## src/sdram_params.svh

```systemverilog
////////////////////////////////////////////////////////////
// SDRAM controller parameters
// Geometry, CAS latency, cycle timings and pin command codes
////////////////////////////////////////////////////////////

`ifndef SDRAM_PARAMS_SVH
`define SDRAM_PARAMS_SVH

// Geometry and read latency
`define SDRAM_DATA_WIDTH 32
`define SDRAM_DQM_WIDTH 4
`define SDRAM_ROW_WIDTH 11
`define SDRAM_COL_WIDTH 8
`define SDRAM_BANK_WIDTH 2
`define SDRAM_ADDR_WIDTH 21
`define SDRAM_CAS_LATENCY 2
`define SDRAM_FAST_INPUT 1

// Init milestones, in cycles after reset falls
`define SDRAM_INIT_CKE_CYCLES 20
`define SDRAM_INIT_PRECHARGE_CYCLES 40
`define SDRAM_T_RP_CYCLES 3
`define SDRAM_T_RFC_CYCLES 10
`define SDRAM_T_MRD_CYCLES 2

// Access and refresh timing
`define SDRAM_T_RCD_CYCLES 3
// tWR plus tRP after a write with auto precharge
`define SDRAM_WRITE_RECOVERY_CYCLES 6
`define SDRAM_REFRESH_INTERVAL 200

// Commands as nCS, nRAS, nCAS, nWE
`define SDRAM_CMD_NOP 4'b0111
`define SDRAM_CMD_ACTIVE 4'b0011
`define SDRAM_CMD_READ 4'b0101
`define SDRAM_CMD_WRITE 4'b0100
`define SDRAM_CMD_PRECHARGE 4'b0010
`define SDRAM_CMD_REFRESH 4'b0001
`define SDRAM_CMD_LOAD_MODE 4'b0000

`endif

```

## src/sdram_bus_pkg.sv

```systemverilog
////////////////////////////////////////////////////////////
// SDRAM A-bus word
// One address word read as row, column command or mode
////////////////////////////////////////////////////////////

`default_nettype none

`include "sdram_params.svh"

package sdram_bus_pkg;

  // Same 11 pins, decoded by the command that goes with them
  typedef union packed {
    logic [`SDRAM_ROW_WIDTH-1:0] row;
    struct packed {
      // A10 high closes the row after the access
      logic auto_precharge;
      logic [`SDRAM_ROW_WIDTH-`SDRAM_COL_WIDTH-2:0] unused;
      logic [`SDRAM_COL_WIDTH-1:0] col;
    } col_cmd;
    struct packed {
      logic reserved;
      logic write_burst_single;
      logic [1:0] op_mode;
      logic [2:0] cas_latency;
      logic burst_type;
      logic [2:0] burst_length;
    } mode;
  } sdram_a_word_t;

  // Mode register for single word access, sequential, fixed CL
  function automatic sdram_a_word_t sdram_mode_word();
    sdram_a_word_t w;
    w.mode.reserved = 1'b0;
    w.mode.write_burst_single = 1'b1;
    w.mode.op_mode = 2'b00;
    w.mode.cas_latency = 3'(`SDRAM_CAS_LATENCY);
    w.mode.burst_type = 1'b0;
    // Code 0 selects a burst of one word
    w.mode.burst_length = 3'b000;
    return w;
  endfunction

endpackage

`default_nettype wire

```

## src/sdram_port_pkg.sv

```systemverilog
////////////////////////////////////////////////////////////
// Port address helpers
// Split a port word address into bank, row and column
////////////////////////////////////////////////////////////

`default_nettype none

`include "sdram_params.svh"

package sdram_port_pkg;

  // Bank sits in the top bits
  function automatic logic [`SDRAM_BANK_WIDTH-1:0] port_bank(
    input logic [`SDRAM_ADDR_WIDTH-1:0] addr
  );
    return addr[`SDRAM_ADDR_WIDTH-1 -: `SDRAM_BANK_WIDTH];
  endfunction

  function automatic logic [`SDRAM_ROW_WIDTH-1:0] port_row(
    input logic [`SDRAM_ADDR_WIDTH-1:0] addr
  );
    return addr[`SDRAM_COL_WIDTH +: `SDRAM_ROW_WIDTH];
  endfunction

  // Column is the low word address
  function automatic logic [`SDRAM_COL_WIDTH-1:0] port_col(
    input logic [`SDRAM_ADDR_WIDTH-1:0] addr
  );
    return addr[`SDRAM_COL_WIDTH-1:0];
  endfunction

endpackage

`default_nettype wire

```

## src/sdram_init_sequencer.sv

```systemverilog
////////////////////////////////////////////////////////////
// SDRAM power-up sequencer
// Raises CKE, then precharge all, two refreshes, load mode
// Flags completion once tMRD has passed
////////////////////////////////////////////////////////////

`default_nettype none

`include "sdram_params.svh"

module sdram_init_sequencer
  import sdram_bus_pkg::*;
(
  input wire clk,
  input wire reset,
  output logic [3:0] init_cmd,
  output sdram_a_word_t init_a,
  output logic init_cke,
  output logic init_done
);

  // Milestones, each one period after the last
  localparam int CKE_AT = `SDRAM_INIT_CKE_CYCLES;
  localparam int PRECHARGE_AT = `SDRAM_INIT_PRECHARGE_CYCLES;
  localparam int REFRESH1_AT = PRECHARGE_AT + `SDRAM_T_RP_CYCLES;
  localparam int REFRESH2_AT = REFRESH1_AT + `SDRAM_T_RFC_CYCLES;
  localparam int LOAD_MODE_AT = REFRESH2_AT + `SDRAM_T_RFC_CYCLES;
  localparam int DONE_AT = LOAD_MODE_AT + `SDRAM_T_MRD_CYCLES;
  localparam int CNT_W = $clog2(DONE_AT + 1);

  logic [CNT_W-1:0] cycle_cnt;

  always_ff @(posedge clk) begin
    if (reset) begin
      cycle_cnt <= '0;
      init_cmd <= `SDRAM_CMD_NOP;
      init_a <= '0;
      init_cke <= 1'b0;
      init_done <= 1'b0;
    end else begin
      // NOP between milestones
      init_cmd <= `SDRAM_CMD_NOP;
      init_a <= '0;

      // Counter parks on the last milestone
      if (cycle_cnt != CNT_W'(DONE_AT)) begin
        cycle_cnt <= cycle_cnt + 1'b1;
      end

      if (cycle_cnt == CNT_W'(CKE_AT)) begin
        init_cke <= 1'b1;
      end

      if (cycle_cnt == CNT_W'(PRECHARGE_AT)) begin
        init_cmd <= `SDRAM_CMD_PRECHARGE;
        // A10 selects all banks
        init_a.row <= `SDRAM_ROW_WIDTH'(1 << 10);
      end else if (cycle_cnt == CNT_W'(REFRESH1_AT) ||
                   cycle_cnt == CNT_W'(REFRESH2_AT)) begin
        init_cmd <= `SDRAM_CMD_REFRESH;
      end else if (cycle_cnt == CNT_W'(LOAD_MODE_AT)) begin
        init_cmd <= `SDRAM_CMD_LOAD_MODE;
        init_a <= sdram_mode_word();
      end else if (cycle_cnt == CNT_W'(DONE_AT)) begin
        init_done <= 1'b1;
      end
    end
  end

  // Clock stays enabled for good once raised
  assert property (@(posedge clk) disable iff (reset) init_cke |=> init_cke)
    else $error("CKE dropped after power-up");

endmodule

`default_nettype wire

```

## src/sdram_request_queue.sv

```systemverilog
////////////////////////////////////////////////////////////
// Port request queue
// Holds the latest write or read strobe until granted
////////////////////////////////////////////////////////////

`default_nettype none

`include "sdram_params.svh"

module sdram_request_queue (
  input wire clk,
  input wire reset,
  input wire [`SDRAM_ADDR_WIDTH-1:0] p0_addr,
  input wire [`SDRAM_DATA_WIDTH-1:0] p0_data,
  input wire [`SDRAM_DQM_WIDTH-1:0] p0_byte_en,
  input wire p0_wr_req,
  input wire p0_rd_req,
  input wire grant,
  output logic pend_wr,
  output logic pend_rd,
  output logic [`SDRAM_ADDR_WIDTH-1:0] pend_addr,
  output logic [`SDRAM_DATA_WIDTH-1:0] pend_data,
  output logic [`SDRAM_DQM_WIDTH-1:0] pend_byte_en
);

  // Pending flags, write wins over read
  always_ff @(posedge clk) begin
    if (reset) begin
      pend_wr <= 1'b0;
      pend_rd <= 1'b0;
    end else if (p0_wr_req) begin
      pend_wr <= 1'b1;
      pend_rd <= 1'b0;
    end else if (p0_rd_req) begin
      pend_wr <= 1'b0;
      pend_rd <= 1'b1;
    end else if (grant) begin
      pend_wr <= 1'b0;
      pend_rd <= 1'b0;
    end
  end

  // Operands of the newest strobe, an older one is overwritten
  always_ff @(posedge clk) begin
    if (p0_wr_req || p0_rd_req) begin
      pend_addr <= p0_addr;
      pend_data <= p0_data;
      pend_byte_en <= p0_byte_en;
    end
  end

  assert property (@(posedge clk) disable iff (reset) !(pend_wr && pend_rd))
    else $error("Write and read pending together");

endmodule

`default_nettype wire

```

## src/sdram_access_scheduler.sv

```systemverilog
////////////////////////////////////////////////////////////
// SDRAM command scheduler
// Refresh versus access arbitration, ACTIVE then READ/WRITE
// with auto precharge, and the pin drivers after init
////////////////////////////////////////////////////////////

`default_nettype none

`include "sdram_params.svh"

module sdram_access_scheduler
  import sdram_bus_pkg::*;
  import sdram_port_pkg::*;
(
  input wire clk,
  input wire reset,
  input wire [3:0] init_cmd,
  input wire sdram_a_word_t init_a,
  input wire init_cke,
  input wire init_done,
  input wire pend_wr,
  input wire pend_rd,
  input wire [`SDRAM_ADDR_WIDTH-1:0] pend_addr,
  input wire [`SDRAM_DATA_WIDTH-1:0] pend_data,
  input wire [`SDRAM_DQM_WIDTH-1:0] pend_byte_en,
  output logic grant,
  output logic rd_issue,
  output logic wr_done,
  output logic p0_available,
  output logic init_complete,
  output logic [`SDRAM_DATA_WIDTH-1:0] sdram_dq_o,
  output logic sdram_dq_oe,
  output logic [`SDRAM_ROW_WIDTH-1:0] sdram_a,
  output logic [`SDRAM_BANK_WIDTH-1:0] sdram_ba,
  output logic [`SDRAM_DQM_WIDTH-1:0] sdram_dqm,
  output logic sdram_cke,
  output logic sdram_cs_n,
  output logic sdram_ras_n,
  output logic sdram_cas_n,
  output logic sdram_we_n
);

  localparam logic [1:0] ST_IDLE = 2'd0;
  localparam logic [1:0] ST_DELAY = 2'd1;
  localparam logic [1:0] ST_READ = 2'd2;
  localparam logic [1:0] ST_WRITE = 2'd3;

  localparam int DELAY_W = $clog2(`SDRAM_T_RFC_CYCLES + `SDRAM_WRITE_RECOVERY_CYCLES +
                                  `SDRAM_CAS_LATENCY + 2);
  localparam int REFRESH_W = $clog2(`SDRAM_REFRESH_INTERVAL + 1);
  // Read returns to idle together with the capture ready pulse
  localparam int READ_WAIT = `SDRAM_CAS_LATENCY + `SDRAM_FAST_INPUT;

  logic [1:0] state;
  logic [1:0] delay_target;
  logic [DELAY_W-1:0] delay_cnt;
  logic [REFRESH_W-1:0] refresh_cnt;
  logic refresh_due;
  logic wr_flag;
  logic [3:0] cmd_q;
  sdram_a_word_t a_q;
  sdram_a_word_t col_word;
  logic [`SDRAM_BANK_WIDTH-1:0] ba_q;
  logic [`SDRAM_COL_WIDTH-1:0] col_q;
  logic [`SDRAM_DATA_WIDTH-1:0] dq_q;
  logic [`SDRAM_DQM_WIDTH-1:0] be_q;
  logic [`SDRAM_DQM_WIDTH-1:0] dqm_q;

  assign refresh_due = refresh_cnt >= REFRESH_W'(`SDRAM_REFRESH_INTERVAL);
  // Refresh goes ahead of a waiting request
  assign grant = init_done && state == ST_IDLE && !refresh_due && (pend_wr || pend_rd);
  assign p0_available = init_done && state == ST_IDLE && !pend_wr && !pend_rd;
  assign init_complete = init_done;

  // Column word, auto precharge always set
  always_comb begin
    col_word.col_cmd.auto_precharge = 1'b1;
    col_word.col_cmd.unused = '0;
    col_word.col_cmd.col = col_q;
  end

  ////////////////////////////////////////////////////////////
  // Command FSM

  always_ff @(posedge clk) begin
    if (reset) begin
      state <= ST_IDLE;
      delay_target <= ST_IDLE;
      delay_cnt <= '0;
      refresh_cnt <= '0;
      wr_flag <= 1'b0;
      cmd_q <= `SDRAM_CMD_NOP;
      rd_issue <= 1'b0;
      wr_done <= 1'b0;
      sdram_dq_oe <= 1'b0;
    end else begin
      cmd_q <= `SDRAM_CMD_NOP;
      rd_issue <= 1'b0;
      wr_done <= 1'b0;
      sdram_dq_oe <= 1'b0;

      // Counter holds once a refresh is due
      if (init_done && !refresh_due) begin
        refresh_cnt <= refresh_cnt + 1'b1;
      end

      case (state)
        ST_IDLE: begin
          if (init_done && refresh_due) begin
            cmd_q <= `SDRAM_CMD_REFRESH;
            refresh_cnt <= '0;
            state <= ST_DELAY;
            delay_target <= ST_IDLE;
            delay_cnt <= DELAY_W'(`SDRAM_T_RFC_CYCLES - 2);
          end else if (grant) begin
            cmd_q <= `SDRAM_CMD_ACTIVE;
            state <= ST_DELAY;
            delay_target <= pend_wr ? ST_WRITE : ST_READ;
            wr_flag <= pend_wr;
            // Entering and leaving the delay take two of the tRCD cycles
            delay_cnt <= DELAY_W'(`SDRAM_T_RCD_CYCLES - 2);
          end
        end
        ST_DELAY: begin
          if (delay_cnt != '0) begin
            delay_cnt <= delay_cnt - 1'b1;
          end else begin
            state <= delay_target;
            delay_target <= ST_IDLE;
            // End of write recovery finishes the write
            if (delay_target == ST_IDLE && wr_flag) begin
              wr_done <= 1'b1;
              wr_flag <= 1'b0;
            end
          end
        end
        ST_READ: begin
          cmd_q <= `SDRAM_CMD_READ;
          rd_issue <= 1'b1;
          state <= ST_DELAY;
          delay_cnt <= DELAY_W'(READ_WAIT);
        end
        default: begin
          cmd_q <= `SDRAM_CMD_WRITE;
          sdram_dq_oe <= 1'b1;
          state <= ST_DELAY;
          delay_cnt <= DELAY_W'(`SDRAM_WRITE_RECOVERY_CYCLES - 1);
        end
      endcase
    end
  end

  ////////////////////////////////////////////////////////////
  // Address and data path

  always_ff @(posedge clk) begin
    // Latch the granted request, the queue may take a new one
    if (grant) begin
      ba_q <= port_bank(pend_addr);
      a_q.row <= port_row(pend_addr);
      col_q <= port_col(pend_addr);
      dq_q <= pend_data;
      be_q <= pend_byte_en;
    end
    if (state == ST_READ || state == ST_WRITE) begin
      a_q <= col_word;
    end
    // Reads fetch every byte, writes mask the disabled ones
    if (state == ST_READ) begin
      dqm_q <= '0;
    end else if (state == ST_WRITE) begin
      dqm_q <= ~be_q;
    end
  end

  // Init sequencer owns the command pins until it is done
  assign {sdram_cs_n, sdram_ras_n, sdram_cas_n, sdram_we_n} = init_done ? cmd_q : init_cmd;
  assign sdram_a = init_done ? a_q : init_a;
  assign sdram_ba = init_done ? ba_q : '0;
  assign sdram_cke = init_cke;
  assign sdram_dq_o = dq_q;
  assign sdram_dqm = dqm_q;

  // No row is opened before the mode register is loaded
  assert property (@(posedge clk) disable iff (reset)
    ({sdram_cs_n, sdram_ras_n, sdram_cas_n, sdram_we_n} == `SDRAM_CMD_ACTIVE) |-> init_done)
    else $error("ACTIVE issued during init");

endmodule

`default_nettype wire

```

## src/sdram_read_capture.sv

```systemverilog
////////////////////////////////////////////////////////////
// SDRAM read return
// Samples DQ after CAS latency and the input register
////////////////////////////////////////////////////////////

`default_nettype none

`include "sdram_params.svh"

module sdram_read_capture (
  input wire clk,
  input wire reset,
  input wire rd_issue,
  input wire [`SDRAM_DATA_WIDTH-1:0] sdram_dq,
  output logic [`SDRAM_DATA_WIDTH-1:0] p0_q,
  output logic rd_ready
);

  localparam int DEPTH = `SDRAM_CAS_LATENCY + `SDRAM_FAST_INPUT;

  // One bit per read in flight
  logic [DEPTH-1:0] valid_sr;
  // Input register next to the pins
  logic [`SDRAM_DATA_WIDTH-1:0] dq_in;

  always_ff @(posedge clk) begin
    if (reset) begin
      valid_sr <= '0;
      rd_ready <= 1'b0;
    end else begin
      valid_sr <= (valid_sr << 1) | DEPTH'(rd_issue);
      rd_ready <= valid_sr[DEPTH-1];
    end
  end

  always_ff @(posedge clk) begin
    dq_in <= sdram_dq;
    if (valid_sr[DEPTH-1]) begin
      p0_q <= (`SDRAM_FAST_INPUT != 0) ? dq_in : sdram_dq;
    end
  end

  // Single word bursts, so each read returns one pulse
  assert property (@(posedge clk) disable iff (reset) rd_ready |=> !rd_ready)
    else $error("Read ready held for two cycles");

endmodule

`default_nettype wire

```

## src/sdram_ctrl.sv

```systemverilog
////////////////////////////////////////////////////////////
// Single-port SDR SDRAM controller
// Init, request queue, scheduler and read return stages
////////////////////////////////////////////////////////////

`default_nettype none

`include "sdram_params.svh"

module sdram_ctrl
  import sdram_bus_pkg::*;
(
  input wire clk,
  input wire reset,
  input wire [`SDRAM_ADDR_WIDTH-1:0] p0_addr,
  input wire [`SDRAM_DATA_WIDTH-1:0] p0_data,
  input wire [`SDRAM_DQM_WIDTH-1:0] p0_byte_en,
  input wire p0_wr_req,
  input wire p0_rd_req,
  output logic [`SDRAM_DATA_WIDTH-1:0] p0_q,
  output logic p0_ready,
  output logic p0_available,
  output logic init_complete,
  input wire [`SDRAM_DATA_WIDTH-1:0] sdram_dq,
  output logic [`SDRAM_DATA_WIDTH-1:0] sdram_dq_o,
  output logic sdram_dq_oe,
  output logic [`SDRAM_ROW_WIDTH-1:0] sdram_a,
  output logic [`SDRAM_BANK_WIDTH-1:0] sdram_ba,
  output logic [`SDRAM_DQM_WIDTH-1:0] sdram_dqm,
  output logic sdram_cke,
  output logic sdram_cs_n,
  output logic sdram_ras_n,
  output logic sdram_cas_n,
  output logic sdram_we_n
);

  logic [3:0] init_cmd;
  sdram_a_word_t init_a;
  logic init_cke;
  logic init_done;
  logic pend_wr;
  logic pend_rd;
  logic [`SDRAM_ADDR_WIDTH-1:0] pend_addr;
  logic [`SDRAM_DATA_WIDTH-1:0] pend_data;
  logic [`SDRAM_DQM_WIDTH-1:0] pend_byte_en;
  logic grant;
  logic rd_issue;
  logic wr_done;
  logic rd_ready;

  sdram_init_sequencer i_init (
    .clk(clk),
    .reset(reset),
    .init_cmd(init_cmd),
    .init_a(init_a),
    .init_cke(init_cke),
    .init_done(init_done)
  );

  sdram_request_queue i_queue (
    .clk(clk),
    .reset(reset),
    .p0_addr(p0_addr),
    .p0_data(p0_data),
    .p0_byte_en(p0_byte_en),
    .p0_wr_req(p0_wr_req),
    .p0_rd_req(p0_rd_req),
    .grant(grant),
    .pend_wr(pend_wr),
    .pend_rd(pend_rd),
    .pend_addr(pend_addr),
    .pend_data(pend_data),
    .pend_byte_en(pend_byte_en)
  );

  sdram_access_scheduler i_sched (
    .clk(clk),
    .reset(reset),
    .init_cmd(init_cmd),
    .init_a(init_a),
    .init_cke(init_cke),
    .init_done(init_done),
    .pend_wr(pend_wr),
    .pend_rd(pend_rd),
    .pend_addr(pend_addr),
    .pend_data(pend_data),
    .pend_byte_en(pend_byte_en),
    .grant(grant),
    .rd_issue(rd_issue),
    .wr_done(wr_done),
    .p0_available(p0_available),
    .init_complete(init_complete),
    .sdram_dq_o(sdram_dq_o),
    .sdram_dq_oe(sdram_dq_oe),
    .sdram_a(sdram_a),
    .sdram_ba(sdram_ba),
    .sdram_dqm(sdram_dqm),
    .sdram_cke(sdram_cke),
    .sdram_cs_n(sdram_cs_n),
    .sdram_ras_n(sdram_ras_n),
    .sdram_cas_n(sdram_cas_n),
    .sdram_we_n(sdram_we_n)
  );

  sdram_read_capture i_capture (
    .clk(clk),
    .reset(reset),
    .rd_issue(rd_issue),
    .sdram_dq(sdram_dq),
    .p0_q(p0_q),
    .rd_ready(rd_ready)
  );

  // One access in flight, so the two pulses never overlap
  assign p0_ready = rd_ready | wr_done;

endmodule

`default_nettype wire

```

## config.mk

```make
export PLATFORM = sky130hd
export DESIGN_NAME = sdram_ctrl
export DESIGN_NICKNAME = d
export VERILOG_FILES = /design/src/sdram_bus_pkg.sv /design/src/sdram_port_pkg.sv /design/src/sdram_init_sequencer.sv /design/src/sdram_request_queue.sv /design/src/sdram_access_scheduler.sv /design/src/sdram_read_capture.sv /design/src/sdram_ctrl.sv
export VERILOG_INCLUDE_DIRS = /design/src
export SDC_FILE = /design/constraint.sdc
export NUM_CORES = 1
export LEC_CHECK = 0
export BUFFER_PORTS_ARGS = -buffer_cell sky130_fd_sc_hd__buf_2
export CAP_MARGIN = 10
export CELL_PAD_IN_SITES_DETAIL_PLACEMENT = 1
export CELL_PAD_IN_SITES_GLOBAL_PLACEMENT = 2
export CORE_MARGIN = 2
export CORE_UTILIZATION = 33
export CTS_BUF_LIST = sky130_fd_sc_hd__clkbuf_4 sky130_fd_sc_hd__clkbuf_8 sky130_fd_sc_hd__clkbuf_16
export CTS_CLUSTER_DIAMETER = 150
export DETAILED_ROUTE_END_ITERATION = 8
export PLACE_DENSITY = 0.71
export SETUP_SLACK_MARGIN = 0.05
export SLEW_MARGIN = 40
export SYNTH_ARGS = -nofsm -noshare
export SYNTH_HDL_FRONTEND = slang
export SYNTH_SLANG_ARGS = --single-unit
export TNS_END_PERCENT = 10
```

## constraint.sdc

```tcl
create_clock -name clk -period 3.1 [get_ports clk]
set_input_delay 0.62 -clock clk [delete_from_list [all_inputs] [get_ports clk]]
set_output_delay 0.62 -clock clk [all_outputs]
set_load 0.05 [all_outputs]
```

## Yosys cells after proc, flatten, opt, wreduce, memory -nomap -nowiden

Cells that the tools add are included.

- Flip-flop bits (word level): 237
- Bits of input ports: 93
- Output and inout bits: 90
- Logic and storage cells: 134

- $add $sub $neg: 3
- Magnitude comparators: 1
- Eq/ne operators: 16
- Muxes and demuxes: 42
- Bitwise operators: 7
- Reductions and logical operators: 32

Operators by type and width:

| cell | number |
|---|---|
| 8-bit 2-to-1 mux | 5 |
| 11-bit 2-to-1 mux | 3 |
| 7-bit by 6-bit equality test with 1-bit output (second input constant) | 4 |
| 5-bit 2-to-1 mux | 3 |
| 5-bit case mux with 3 select lines | 1 |
| 2-bit 2-to-1 mux | 7 |
| 1-bit 2-to-1 mux | 12 |
| 3-bit 2-to-1 mux | 4 |
| 4-bit case mux with 3 select lines | 1 |
| 10-bit 2-to-1 mux | 1 |
| 3-bit OR reduction | 3 |
| 8-bit by 1-bit adder with 8-bit output (second input constant) | 1 |
| 8-bit >= comparator (second input constant) | 1 |
| 1-bit logical AND | 8 |
| 4-bit 2-to-1 mux | 2 |
| 2-bit case mux with 2 select lines | 2 |
| 7-bit by 1-bit adder with 7-bit output (second input constant) | 1 |
| 7-bit by 5-bit equality test with 1-bit output (second input constant) | 1 |
| 7-bit equality test (second input constant) | 1 |
| 7-bit inequality test (second input constant) | 1 |
| 2-bit inequality test (second input constant) | 3 |
| 2-bit nonzero test | 3 |
| 5-bit AND reduction | 1 |
| 5-bit nonzero test | 1 |
| other kinds (18) | 31 |

## Longest topological paths before layout

Gate-level depths: netlist (run 1).

- Word-level depth: 7
- Mapped depth: 7
- Mapped depth without buffers: 6

## Modules after synthesis

Synthesis (run 1) repeated with hierarchy kept, for this count alone.

- Cell total of the unflattened synthesis: 466
- Area, all modules: 7599.8 um^2

Modules (own cells, without submodules):

| module | instances | cells each | area an instance (um^2) | seq. area each (um^2) |
|---|---|---|---|---|
| sdram_access_scheduler | 1 | 249 | 3385.7 | 2242.2 |
| sdram_request_queue | 1 | 66 | 1793.0 | 1751.7 |
| sdram_read_capture | 1 | 72 | 1706.6 | 1681.6 |
| sdram_init_sequencer | 1 | 78 | 708.2 | 280.3 |
| sdram_ctrl | 1 | 1 | 6.3 | 0.0 |

## Worst setup path after synthesis (run 1)

Ideal clock, no wire load.

- Kind: reg2reg
- Start point: register i_init.init_done
- End point: register i_sched.a_q[10] (netlist bit)
- Setup time: 0.131 ns
- Data arrival time: 3.262 ns
- Required time: 2.969 ns
- Setup slack: -0.293 ns
- Stages on the path, launching flop included: 5
- Buffers on the path: 0
- Period minus slack after synthesis: 3.393 ns
- Cell sequence: dfxtp_1 -> nand2_1 -> nor3_2 -> mux2i_1 -> nand2_1

- Longest elaborated chain between the ends: 3

RTL lines:

| what | RTL line | RTL |
|---|---|---|
| start, declared | sdram_init_sequencer.sv:19 | `output logic init_done` |
| start signal, assigned | sdram_init_sequencer.sv:39 | `init_done <= 1'b0;` |
| start signal, assigned | sdram_init_sequencer.sv:65 | `init_done <= 1'b1;` |
| 1-bit logical AND (3 in a row) | sdram_access_scheduler.sv:71 | `assign grant = init_done && state == ST_IDLE && !refresh_due && (pend_wr \|\| pend_rd);` |
| named net grant | sdram_ctrl.sv:46 | `logic grant;` |
| end signal, assigned | sdram_access_scheduler.sv:166 | `a_q <= col_word;` |
| end, declared | sdram_access_scheduler.sv:61 | `sdram_a_word_t a_q;` |

The timed path passes the listed nets, and every way through them passes these cells.
A chain may end at the register's enable or synchronous reset.

## Worst setup path after layout (run 1)

- Start point: register i_init.init_done
- End point: output sdram_a[1]

- Longest elaborated chain between the ends: 1

RTL lines:

| what | RTL line | RTL |
|---|---|---|
| 11-bit 2-to-1 mux | sdram_access_scheduler.sv:178 | `assign sdram_a = init_done ? a_q : init_a;` |
| end, declared | sdram_ctrl.sv:27 | `` output logic [`SDRAM_ROW_WIDTH-1:0] sdram_a, `` |

Every way passes these cells.

==> results of run 1 <==
==> metal layers <==
metal,part of all wire (%),wire [um],GRT usage (%),vias to the layer above
li1,-,-,-,2059
met1,39,6430,16.2,2033
met2,48,7950,23.3,144
met3,11,1720,6.28,27
met4,1.4,237,3.25,8
met5,0.35,57,0,-
==> sequential cells by signal (all words and copies together), names as in the netlist, 7 cells and up <==
signal / cells
i_capture.dq_in: 32
i_sched.sdram_dq_o: 32
i_init.cycle_cnt: 7
i_queue.pend_data: 32
i_sched.col_q: 8
i_sched.refresh_cnt: 8
i_queue.pend_addr: 21
i_sched.a_q: 11
i_capture.p0_q: 32
==> cells in the mapped netlist (2+ instances only) <==
library cell | count | area, um2
a211oi_1 | 4 | 30.0
a21o_1 | 2 | 15.0
a21oi_1 | 15 | 75.1
a31oi_1 | 3 | 18.8
and2_1 | 12 | 75.1
and3_1 | 2 | 12.5
buf_2 | 2 | 10.0
clkbuf_1 | 9 | 33.8
dfxtp_1 | 83 | 1660
edfxtp_1 | 143 | 4290
ha_1 | 11 | 138
inv_1 | 15 | 56.3
mux2_2 | 13 | 146
mux2i_1 | 2 | 20.0
nand2_1 | 15 | 56.3
nand2b_1 | 6 | 37.5
nand3_1 | 11 | 55.1
nand3b_1 | 2 | 15.0
nand4_1 | 4 | 25.0
nor2_1 | 28 | 105
nor2b_1 | 7 | 43.8
nor3_1 | 12 | 60.1
o21ai_0 | 9 | 45.0
o21ai_1 | 2 | 10.0
or2_2 | 2 | 12.5
or3_1 | 2 | 12.5
or4_1 | 4 | 30.0
xnor2_1 | 6 | 52.6
xor2_1 | 6 | 52.6
==> cell families (layout without fill, tap and decap cells) <==
kind of cell	after synthesis	after routing	synth area share, %
muxes	15	15	2.23
buffers and inverters	29	246	1.65
other	1	2	0.0503
xor gates and xnor gates	12	12	1.41
adders and majority gates	11	11	1.85
DFF	226	226	80.0
AOI/OAI and AO/OA	48	48	4.64
and+or+nand+nor	115	115	8.21
==> worst max-delay path by stage <==
stage,startpoint,end,slack [ns]
after CTS,i_init.init_done,sdram_a[1],0.39
after global routing,i_init.init_done,sdram_a[1],0.31
after global placement,i_init.init_done,sdram_a[1],0.98
final,i_init.init_done,sdram_a[1],0.42
after detailed placement,i_init.init_done,sdram_a[1],0.94
after floorplan,i_init.init_done,i_sched.a_q[10],0.43
==> final cells by class <==
cell class              count  share of cell area (%)
clock inverters            14                    1.49
well taps                 280                    3.68
inverters                  15                   0.592
flip-flops and latches    226                    62.6
multi-input cells         202                    14.5
clock buffers              31                    7.11
repair buffers            186                    10.0
diodes                      1                  0.0263
==> stage by stage <==
stage	instance area (um2)	std cells
2_1_floorplan	7450	457
3_3_place_gp	8690	909
3_5_place_dp	8690	909
4_1_cts	9510	954
5_1_grt	9520	954
6_report	9520	955
==> power groups by stage <==
stage,combinational (W),sequential [W],clock [W]
final,0.000259,0.00337,0.00289
after global routing,0.000289,0.00338,0.00308
after CTS,0.000262,0.00338,0.00297
after detailed placement,0.000259,0.00344,0
after global placement,0.000250,0.00343,0
after floorplan,0.000129,0.00344,0
==> placed cells by master (no fill, tap or decap), types with 4 or more instances in the layout <==
master	Yosys	final
buf_2	2	181
edfxtp_1	143	143
dfxtp_1	83	83
nor2_1	28	28
clkbuf_16	0	25
nand2_1	15	15
inv_1	15	15
a21oi_1	15	15
mux2_2	13	13
and2_1	12	12
nor3_1	12	12
nand3_1	11	11
ha_1	11	11
o21ai_0	9	8
nor2b_1	7	7
nand2b_1	6	6
xnor2_1	6	6
xor2_1	6	6
clkbuf_4	0	5
nand4_1	4	4
or4_1	4	4
a211oi_1	4	4
clkinv_2	0	4
buf_4	1	4
==> results.py, run 1 <==
metrics = {
    "synthesis": {
        "yosysSeqAreaShare_pct": 80.0,
        "ys_ff_latch": 226,
        "ys_async_sr_fraction_pct": 0,
        "synth_ff_type": "edfxtp_1",
        "syn_area_per_cell_um2": 16.3,
        "synth_area_um2": 7450,
        "synth_cell_type_count": 54,
        "netlist_instances": 457,
        "synth.net_count": 561,
        "synth_edf_count": 143,
        "ys.warnings.count": 0,
    },
    "pwr": {
        "p_sw_w": 0.00136,
        "ir_drop_mv": 0.557,
        "seq_power_share_pct": 51.7,
        "pwr_density_cell_nw_per_um2": 685,
        "pwr-share-clk_pct": 44.3,
        "power_switching_share_pct": 20.9,
        "totalPowerFinal_w": 0.00652,
        "pwr-share-comb_pct": 4.0,
        "leakage_nw": 3.70,
        "p_int_w": 0.00516,
    },
    "critical_path": {
        "r2r-end": "i_sched.delay_cnt[4]",
        "slowest_stage": "dfxtp_1",
        "r2r_cells": 6,
        "cp_data_arrival_time_ns": 2.06,
        "start_kind": "flip-flop",
        "worstPathRequired_ns": 2.48,
        "cpPeakStageDelay_ns": 0.72,
        "crit_cells": 3,
        "critPathKind": "flip-flop to output port",
        "critical_path.max_fanout": 19,
        "end_kind": "output port",
        "critPathTopFamily": "flip-flops",
        "worst_r2r_startpoint": "i_sched.state[1]",
        "reg2reg_slack_ns": 0.98,
        "crit_chain": "buf_4 -> and2_1 -> buf_2",
        "path_buf_inv": 2,
    },
    "floorplanning": {
        "fp.dieH_um": 154,
        "die_area_um2": 23800,
        "core_um2": 22000,
        "io_pins": 183,
        "num_rows": 54,
        "die_x_um": 154,
        "start_util_pct": 33.9,
    },
    "sta": {
        "fin_tns_setup_ns": 0,
        "grt_setup_unrepaired": "no",
        "fin_worst_skew_ns": 0.0136,
        "maxSlewViolCount": 0,
        "setup_ws_ns": 0.418,
        "timing.fmax_ghz": 0.373,
        "slew_headroom_pct": 51.2,
        "period_needed_ns": 2.68,
        "hold_viol_final": 0,
        "worstMarginPinSlew_ns": 0.727,
        "holdWs_ns": 0.218,
        "setup_viol": 0,
        "fin_crit_sh_pct": 86.5,
    },
    "clocking": {
        "cts_hold_buf": 0,
        "clk_pin_slew_ns": 0.06,
        "clkLatencyLatePin_ns": 0.51,
        "numCtsBuffers": 25,
        "clockRootBuffer": "clkbuf_16",
        "cts_tree": "done",
        "post_cts_resized": 0,
        "clock-sinks": 226,
        "clock_path_buffers": 3,
        "ctsHtreeMaxLevel": 1,
        "post-cts-setup-buffers": 0,
    },
    "layout": {
        "fin_nets": 760,
        "seqCellArea_um2": 5960,
        "final_util_pct": 43.3,
        "fill_cells": 2242,
        "syn_to_final_growth_pct": 27.8,
        "multiInputGateArea_um2": 1380,
        "drive_gt1_share_pct": 37.4,
    },
    "placed_design": {
        "hpwl_um": 11700,
        "dp_slack_ns": 0.943,
        "portBuffers": 181,
        "place_congestion": 0.768,
    },
    "routing": {
        "routed_via_density": 4.47,
        "drc": 0,
        "drtAntennaViolNets": 0,
        "drtIter0Drc": 209,
        "wirelength_um": 16400,
        "wl_per_cell_um": 17.2,
        "drt-pass1-iter-count": 4,
        "vias": 4271,
    },
    "worst_hold_path": {
        "min_to": "i_capture.dq_in[24]",
        "min_path_type": "input port to flip-flop",
        "holdPathStages": 1,
        "hp-start": "sdram_dq[24]",
    },
    "grt": {
        "grt_max_degree": 52,
        "track_usage_pct": 13.8,
        "grt-ovfl-total": 0,
        "antenna_found_initial": 6,
        "grt_pass1_vias": 4704,
        "grt_pass1_wl_um": 25800,
    },
    "job": {
        "drv_cap": 0,
    },
    "run_status": {
        "outcome": "completed",
    },
}
No activity file was read; power rests on OpenSTA's default activity.
==> inputs of run 2 (changes only) <==
- ABC_AREA: not set -> 1
- CORE_MARGIN: 2 -> not set
- CORE_UTILIZATION: 33 -> 32
==> run 2 against run 1 <==
  * Die area increased by 1.3%
  * Area after synthesis increased by 0.86%
  * Setup slack improved by 0.14 ns
  * First-iteration DRC count decreased by 17%
  * Utilization decreased by 1.6 points
  * Highest routed layer unchanged
==> results.py, run 2 <==
metrics = {
    "run_status": {
        "outcome": "completed",
    },
    "pwr": {
        "ir_drop_mv": 0.521,
        "pwr-share-clk_pct": 42.2,
        "pwr-share-comb_pct": 4.4,
        "seq_power_share_pct": 53.3,
        "leakage_nw": 3.95,
        "pwr_density_cell_nw_per_um2": 664,
        "power_switching_share_pct": 21.0,
        "p_sw_w": 0.00133,
        "p_int_w": 0.00500,
    },
    "layout": {
        "final_common_cell": "buf_2",
        "final_area_um2": 9550,
        "stdcell_count": 1075,
        "drive_gt1_share_pct": 32.4,
        "layout_common_cells": "181 x buf_2, 143 x edfxtp_1, 104 x nand2_1",
        "syn_to_final_growth_pct": 27.1,
        "fin_nets": 848,
    },
    "synthesis": {
        "ys_top_cells_by_area": "edfxtp_1 57%, dfxtp_1 22%, nand2_1 5.2%",
        "synth_cell_type_count": 34,
        "ys_async_sr_fraction_pct": 0,
        "synth_top_area_share_pct": 57.2,
        "yosysSeqAreaShare_pct": 79.3,
        "synth.net_count": 647,
        "synth.most_common_cell": "edfxtp_1",
        "ys.warnings.count": 0,
        "synth_ff_type": "edfxtp_1",
        "netlist_instances": 543,
        "synth_commonest_cells": "143 x edfxtp_1, 105 x nand2_1, 83 x dfxtp_1, 50 x inv_1, 33 x nor2_1",
        "syn_area_per_cell_um2": 13.8,
        "ys_ff_latch": 226,
        "synth_area_um2": 7510,
        "synth_area_leader_cell": "edfxtp_1",
        "synth_edf_count": 143,
    },
    "clocking": {
        "clk_pin_slew_ns": 0.06,
        "numCtsBuffers": 23,
        "ctsHtreeMaxLevel": 1,
        "cts_hold_buf": 0,
        "post_cts_resized": 0,
        "clkLatencyLatePin_ns": 0.50,
        "clockRootBuffer": "clkbuf_16",
        "clock-sinks": 226,
        "post-cts-setup-buffers": 0,
        "cts_tree": "done",
        "clock_path_buffers": 3,
    },
    "routing": {
        "wl_per_cell_um": 15.9,
        "routed_via_density": 4.30,
        "drt-pass1-iter-count": 4,
        "vias": 4622,
        "wirelength_um": 17100,
        "drtIter0Drc": 173,
        "drtAntennaViolNets": 0,
        "drc": 0,
    },
    "critical_path": {
        "start_kind": "flip-flop",
        "critical_path.max_fanout": 5,
        "worst_r2r_startpoint": "i_sched.state[1]",
        "path_buf_inv": 2,
        "startpoint": "i_sched.state[1]",
        "worstPathRequired_ns": 2.48,
        "critPathKind": "flip-flop to output port",
        "end_kind": "output port",
        "crit_chain": "inv_1 -> ha_1 -> nand2_1 -> nor2_1 -> buf_2",
        "cpPeakStageDelay_ns": 0.34,
        "critPathTopFamily": "buffers and inverters",
        "cp_data_arrival_time_ns": 1.92,
        "slowest_stage": "dfxtp_1",
    },
    "sta": {
        "slew_headroom_pct": 50.2,
        "timing.fmax_ghz": 0.394,
        "hold_viol_final": 0,
        "worstMarginPinSlew_ns": 0.747,
        "period_needed_ns": 2.54,
        "setup_ws_ns": 0.562,
        "fin_crit_sh_pct": 81.9,
        "maxSlewViolCount": 0,
        "holdWs_ns": 0.223,
        "setup_viol": 0,
        "fin_worst_skew_ns": 0.00753,
        "fin_tns_setup_ns": 0,
        "grt_setup_unrepaired": "no",
    },
    "grt": {
        "use_met2_pct": 25.1,
        "top_usage_layer": "met2",
        "grt_pass1_wl_um": 27100,
        "grt_max_degree": 58,
        "antenna_found_initial": 5,
        "grt_pass1_vias": 5071,
        "grt-ovfl-total": 0,
        "track_usage_pct": 14.5,
        "use_met3_pct": 7.10,
        "grt_use_met1_pct": 15.6,
    },
    "placed_design": {
        "portBuffers": 181,
        "placed_cell_area_um2": 8800,
        "placedCellCount": 1032,
        "place_congestion": 0.740,
        "dp_slack_ns": 0.871,
        "hpwl_um": 12600,
    },
    "floorplanning": {
        "io_pins": 183,
        "start_util_pct": 32.9,
        "core_um2": 22800,
        "die_x_um": 155,
        "fp.dieH_um": 155,
        "die_area_um2": 24100,
        "num_rows": 55,
    },
    "job": {
        "drv_cap": 0,
    },
    "worst_hold_path": {
        "min_path_type": "input port to flip-flop",
        "hp-start": "sdram_dq[10]",
    },
}
## run 2: changes by cell type after synthesis, moves of 9 or more
cell,previous run,this run
a21oi_1,15,24
mux2_2,13,0
inv_1,15,50
nand2_1,15,105
and2_1,12,0
## run 2: through the flow
step	util [%]	power, W
CTS	41.8	0.00643
finish	41.8	0.00634
global placement	38.5	0.00371
global route	41.8	0.00658
floorplan	-	0.00360
detailed placement	38.5	0.00373
## run 2: layout make-up
type / count / area [um2]
Tap cell: 313 / 392
Inverter: 58 / 218
Clock buffer: 25 / 597
Fill cell: 2512 / 13300
Multi-Input combinational cell: 249 / 1290
Clock inverter: 15 / 144
Antenna cell: 3 / 7.51
Timing Repair Buffer: 186 / 943
Sequential cell: 226 / 5960
## run 2: logic make-up after synthesis
family / Yosys count / synth area share, %
DFF: 226 / 79.3
and+or+nand+nor: 189 / 11.6
buffers and inverters: 68 / 3.56
AOI/OAI and AO/OA: 41 / 2.85
adders and majority gates: 11 / 1.83
xor gates and xnor gates: 7 / 0.816
other: 1 / 0.0499
## run 2: per-layer routing
metal | vias to the layer above | wire (um)
met5 | - | 55
met4 | 8 | 412
met3 | 39 | 1940
met2 | 159 | 8320
met1 | 2185 | 6400
li1 | 2231 | -
## run 2: power groups by stage
stage	Combinational, W	Sequential (W)	Clock [W]
4_1_cts	0.000288	0.00338	0.00276
2_1_floorplan	0.000169	0.00343	0
3_5_place_dp	0.000287	0.00345	0
5_1_grt	0.000322	0.00339	0.00287
6_report	0.000282	0.00338	0.00267
3_3_place_gp	0.000273	0.00344	0
## run 2: path summary, 6_finish.rpt
check / cells after the start / to / slack (ns)
hold reg to reg: 0 / i_capture.p0_q[5] / 0.40
setup / recovery: 5 / p0_available / 0.56
setup reg to reg: 7 / i_sched.be_q[1] / 0.87
hold / removal: 1 / i_capture.dq_in[10] / 0.22
==> inputs of run 3 (changes only) <==
- CORE_UTILIZATION: 32 -> 35
- PLACE_DENSITY: 0.71 -> 0.74
- clock period: 3.1 -> 2.7 ns (I/O delays scaled with it)
==> run 3 against run 2 <==
  * Sequential share of layout area shrank 0.29 points
  * Via count down 0.26%
  * Cell area grew 0.47%
  * Register-to-register slack worse by 0.09 ns
  * Clock skew up 0.0025 ns
  * Total power grew 18%
  * First-iteration DRC count shrank 7.5%
  * Highest routed layer unchanged
  * Utilization grew 3.8 points
  * Die area decreased by 8.5%
  * Largest power group unchanged
  * Largest cell class unchanged
  * Sequential power grew 15%
  * Cell count decreased by 3.2%
==> results.py, run 3 (synthesized netlist as in run 2, its figures left out) <==
metrics = {
    "run_status": {
        "outcome": "completed",
    },
    "clocking": {
        "cts_tree": "done",
        "numCtsBuffers": 24,
        "ctsHtreeMaxLevel": 1,
        "post_cts_resized": 0,
        "clockRootBuffer": "clkbuf_16",
        "clkLatencyLatePin_ns": 0.51,
        "cts_hold_buf": 0,
        "clk_pin_slew_ns": 0.06,
        "post-cts-setup-buffers": 0,
        "clock-sinks": 226,
        "clock_path_buffers": 3,
    },
    "layout": {
        "fin_nets": 851,
        "syn_to_final_growth_pct": 27.7,
        "drive_gt1_share_pct": 33.5,
        "layout_common_cells": "181 x buf_2, 143 x edfxtp_1, 104 x nand2_1",
        "final_common_cell": "buf_2",
        "final_area_um2": 9590,
    },
    "floorplanning": {
        "start_util_pct": 35.7,
        "die_area_um2": 22100,
        "io_pins": 183,
        "die_x_um": 149,
        "core_um2": 21000,
        "fp.dieH_um": 149,
        "num_rows": 53,
    },
    "sta": {
        "grt_setup_unrepaired": "no",
        "fin_tns_setup_ns": 0,
        "setup_viol": 0,
        "period_needed_ns": 2.32,
        "timing.fmax_ghz": 0.430,
        "worstMarginPinSlew_ns": 0.620,
        "holdWs_ns": 0.132,
        "hold_viol_final": 0,
        "fin_worst_skew_ns": 0.0100,
        "fin_crit_sh_pct": 86.1,
        "maxSlewViolCount": 0,
        "slew_headroom_pct": 58.5,
    },
    "critical_path": {
        "crit_cells": 5,
        "start_kind": "flip-flop",
        "slowest_stage": "dfxtp_1",
        "critPathKind": "flip-flop to output port",
        "critPathTopFamily": "buffers and inverters",
        "worstPathRequired_ns": 2.16,
        "crit_chain": "inv_1 -> ha_1 -> nand2_1 -> nor2_1 -> buf_2",
        "r2r-end": "i_sched.a_q[5]",
        "cp_data_arrival_time_ns": 1.78,
        "path_buf_inv": 2,
        "end_kind": "output port",
        "cpPeakStageDelay_ns": 0.34,
        "r2r_cells": 6,
        "worst_r2r_startpoint": "i_sched.state[0]",
        "critical_path.max_fanout": 5,
        "reg2reg_slack_ns": 0.78,
    },
    "placed_design": {
        "placed_cell_area_um2": 8790,
        "portBuffers": 181,
        "place_congestion": 0.754,
        "hpwl_um": 11800,
    },
    "worst_hold_path": {
        "min_path_type": "input port to flip-flop",
        "min_to": "i_capture.dq_in[29]",
        "holdPathStages": 1,
        "hp-start": "sdram_dq[29]",
    },
    "routing": {
        "vias": 4610,
        "drtIter0Drc": 160,
        "wl_per_cell_um": 15.8,
        "drtAntennaViolNets": 0,
        "wirelength_um": 16400,
        "routed_via_density": 4.43,
        "drc": 0,
        "drt-pass1-iter-count": 4,
    },
    "grt": {
        "grt_pass1_wl_um": 25500,
        "track_usage_pct": 14.8,
        "grt-ovfl-total": 0,
        "grt_max_degree": 50,
        "antenna_found_initial": 2,
        "grt_pass1_vias": 4976,
    },
    "pwr": {
        "pwr_density_cell_nw_per_um2": 780,
        "leakage_nw": 4.00,
        "ir_drop_mv": 0.586,
    },
    "job": {
        "drv_cap": 0,
    },
}
[run 3: cell types whose count changed in the layout (fill, tap and decap cells not counted), sizes merged]
cell | before | now
inv | 57 | 58
buf | 186 | 188
diode | 3 | 1
clkinv | 12 | 9
clkbuf | 25 | 31
[run 3: per-stage QoR]
stage               total power, W  setup WS, ns  util, %  cells
global placement           0.00426         0.920     41.8    996
detailed placement         0.00429         0.786     41.8    996
CTS                        0.00760         0.348     45.6   1040
floorplan                  0.00413        0.0821        -    543
finish                     0.00748         0.376     45.6   1041
global route               0.00775         0.224     45.6   1040
[run 3: worst max-delay path by stage]
stage | end | startpoint
after detailed placement | i_sched.a_q[7] | i_sched.state[0]
after CTS | p0_available | i_sched.state[1]
after global placement | i_sched.sdram_dq_o[22] | i_sched.state[0]
after floorplan | sdram_a[9] | i_init.init_done
final | p0_available | i_sched.state[1]
after global routing | p0_available | i_sched.state[1]
[run 3: metal layers]
layer	wire length, um	track usage (%)
met5	13	0
met4	238	4.18
met3	1330	5.49
met2	7900	24.3
met1	6930	18.2
[run 3: report_power, final]
group	internal (W)	switching (W)	total [W]
clock	0.00196	0.00132	0.00328
sequential	0.00382	0.0000557	0.00388
combinational	0.000129	0.000195	0.000325
total	0.00591	0.00157	0.00748
[run 3: area by class of cell]
class                      instances  area (um2)
clock inverter                    13         128
sequential                       226        5960
antenna                            1        2.50
multi-input combinational        249        1290
timing repair buffer             188         983
tap                              275         344
clock buffer                      31         671
inverter                          58         218
fill                            2208       11400
[run 3: worst reg2reg max path: cells and delay by family (launching register included)]
family / cells / cell delay (ns)
simple gates: 3 / 0.56
fa+ha+maj: 1 / 0.23
buf+inv: 2 / 0.47
flops: 1 / 0.42
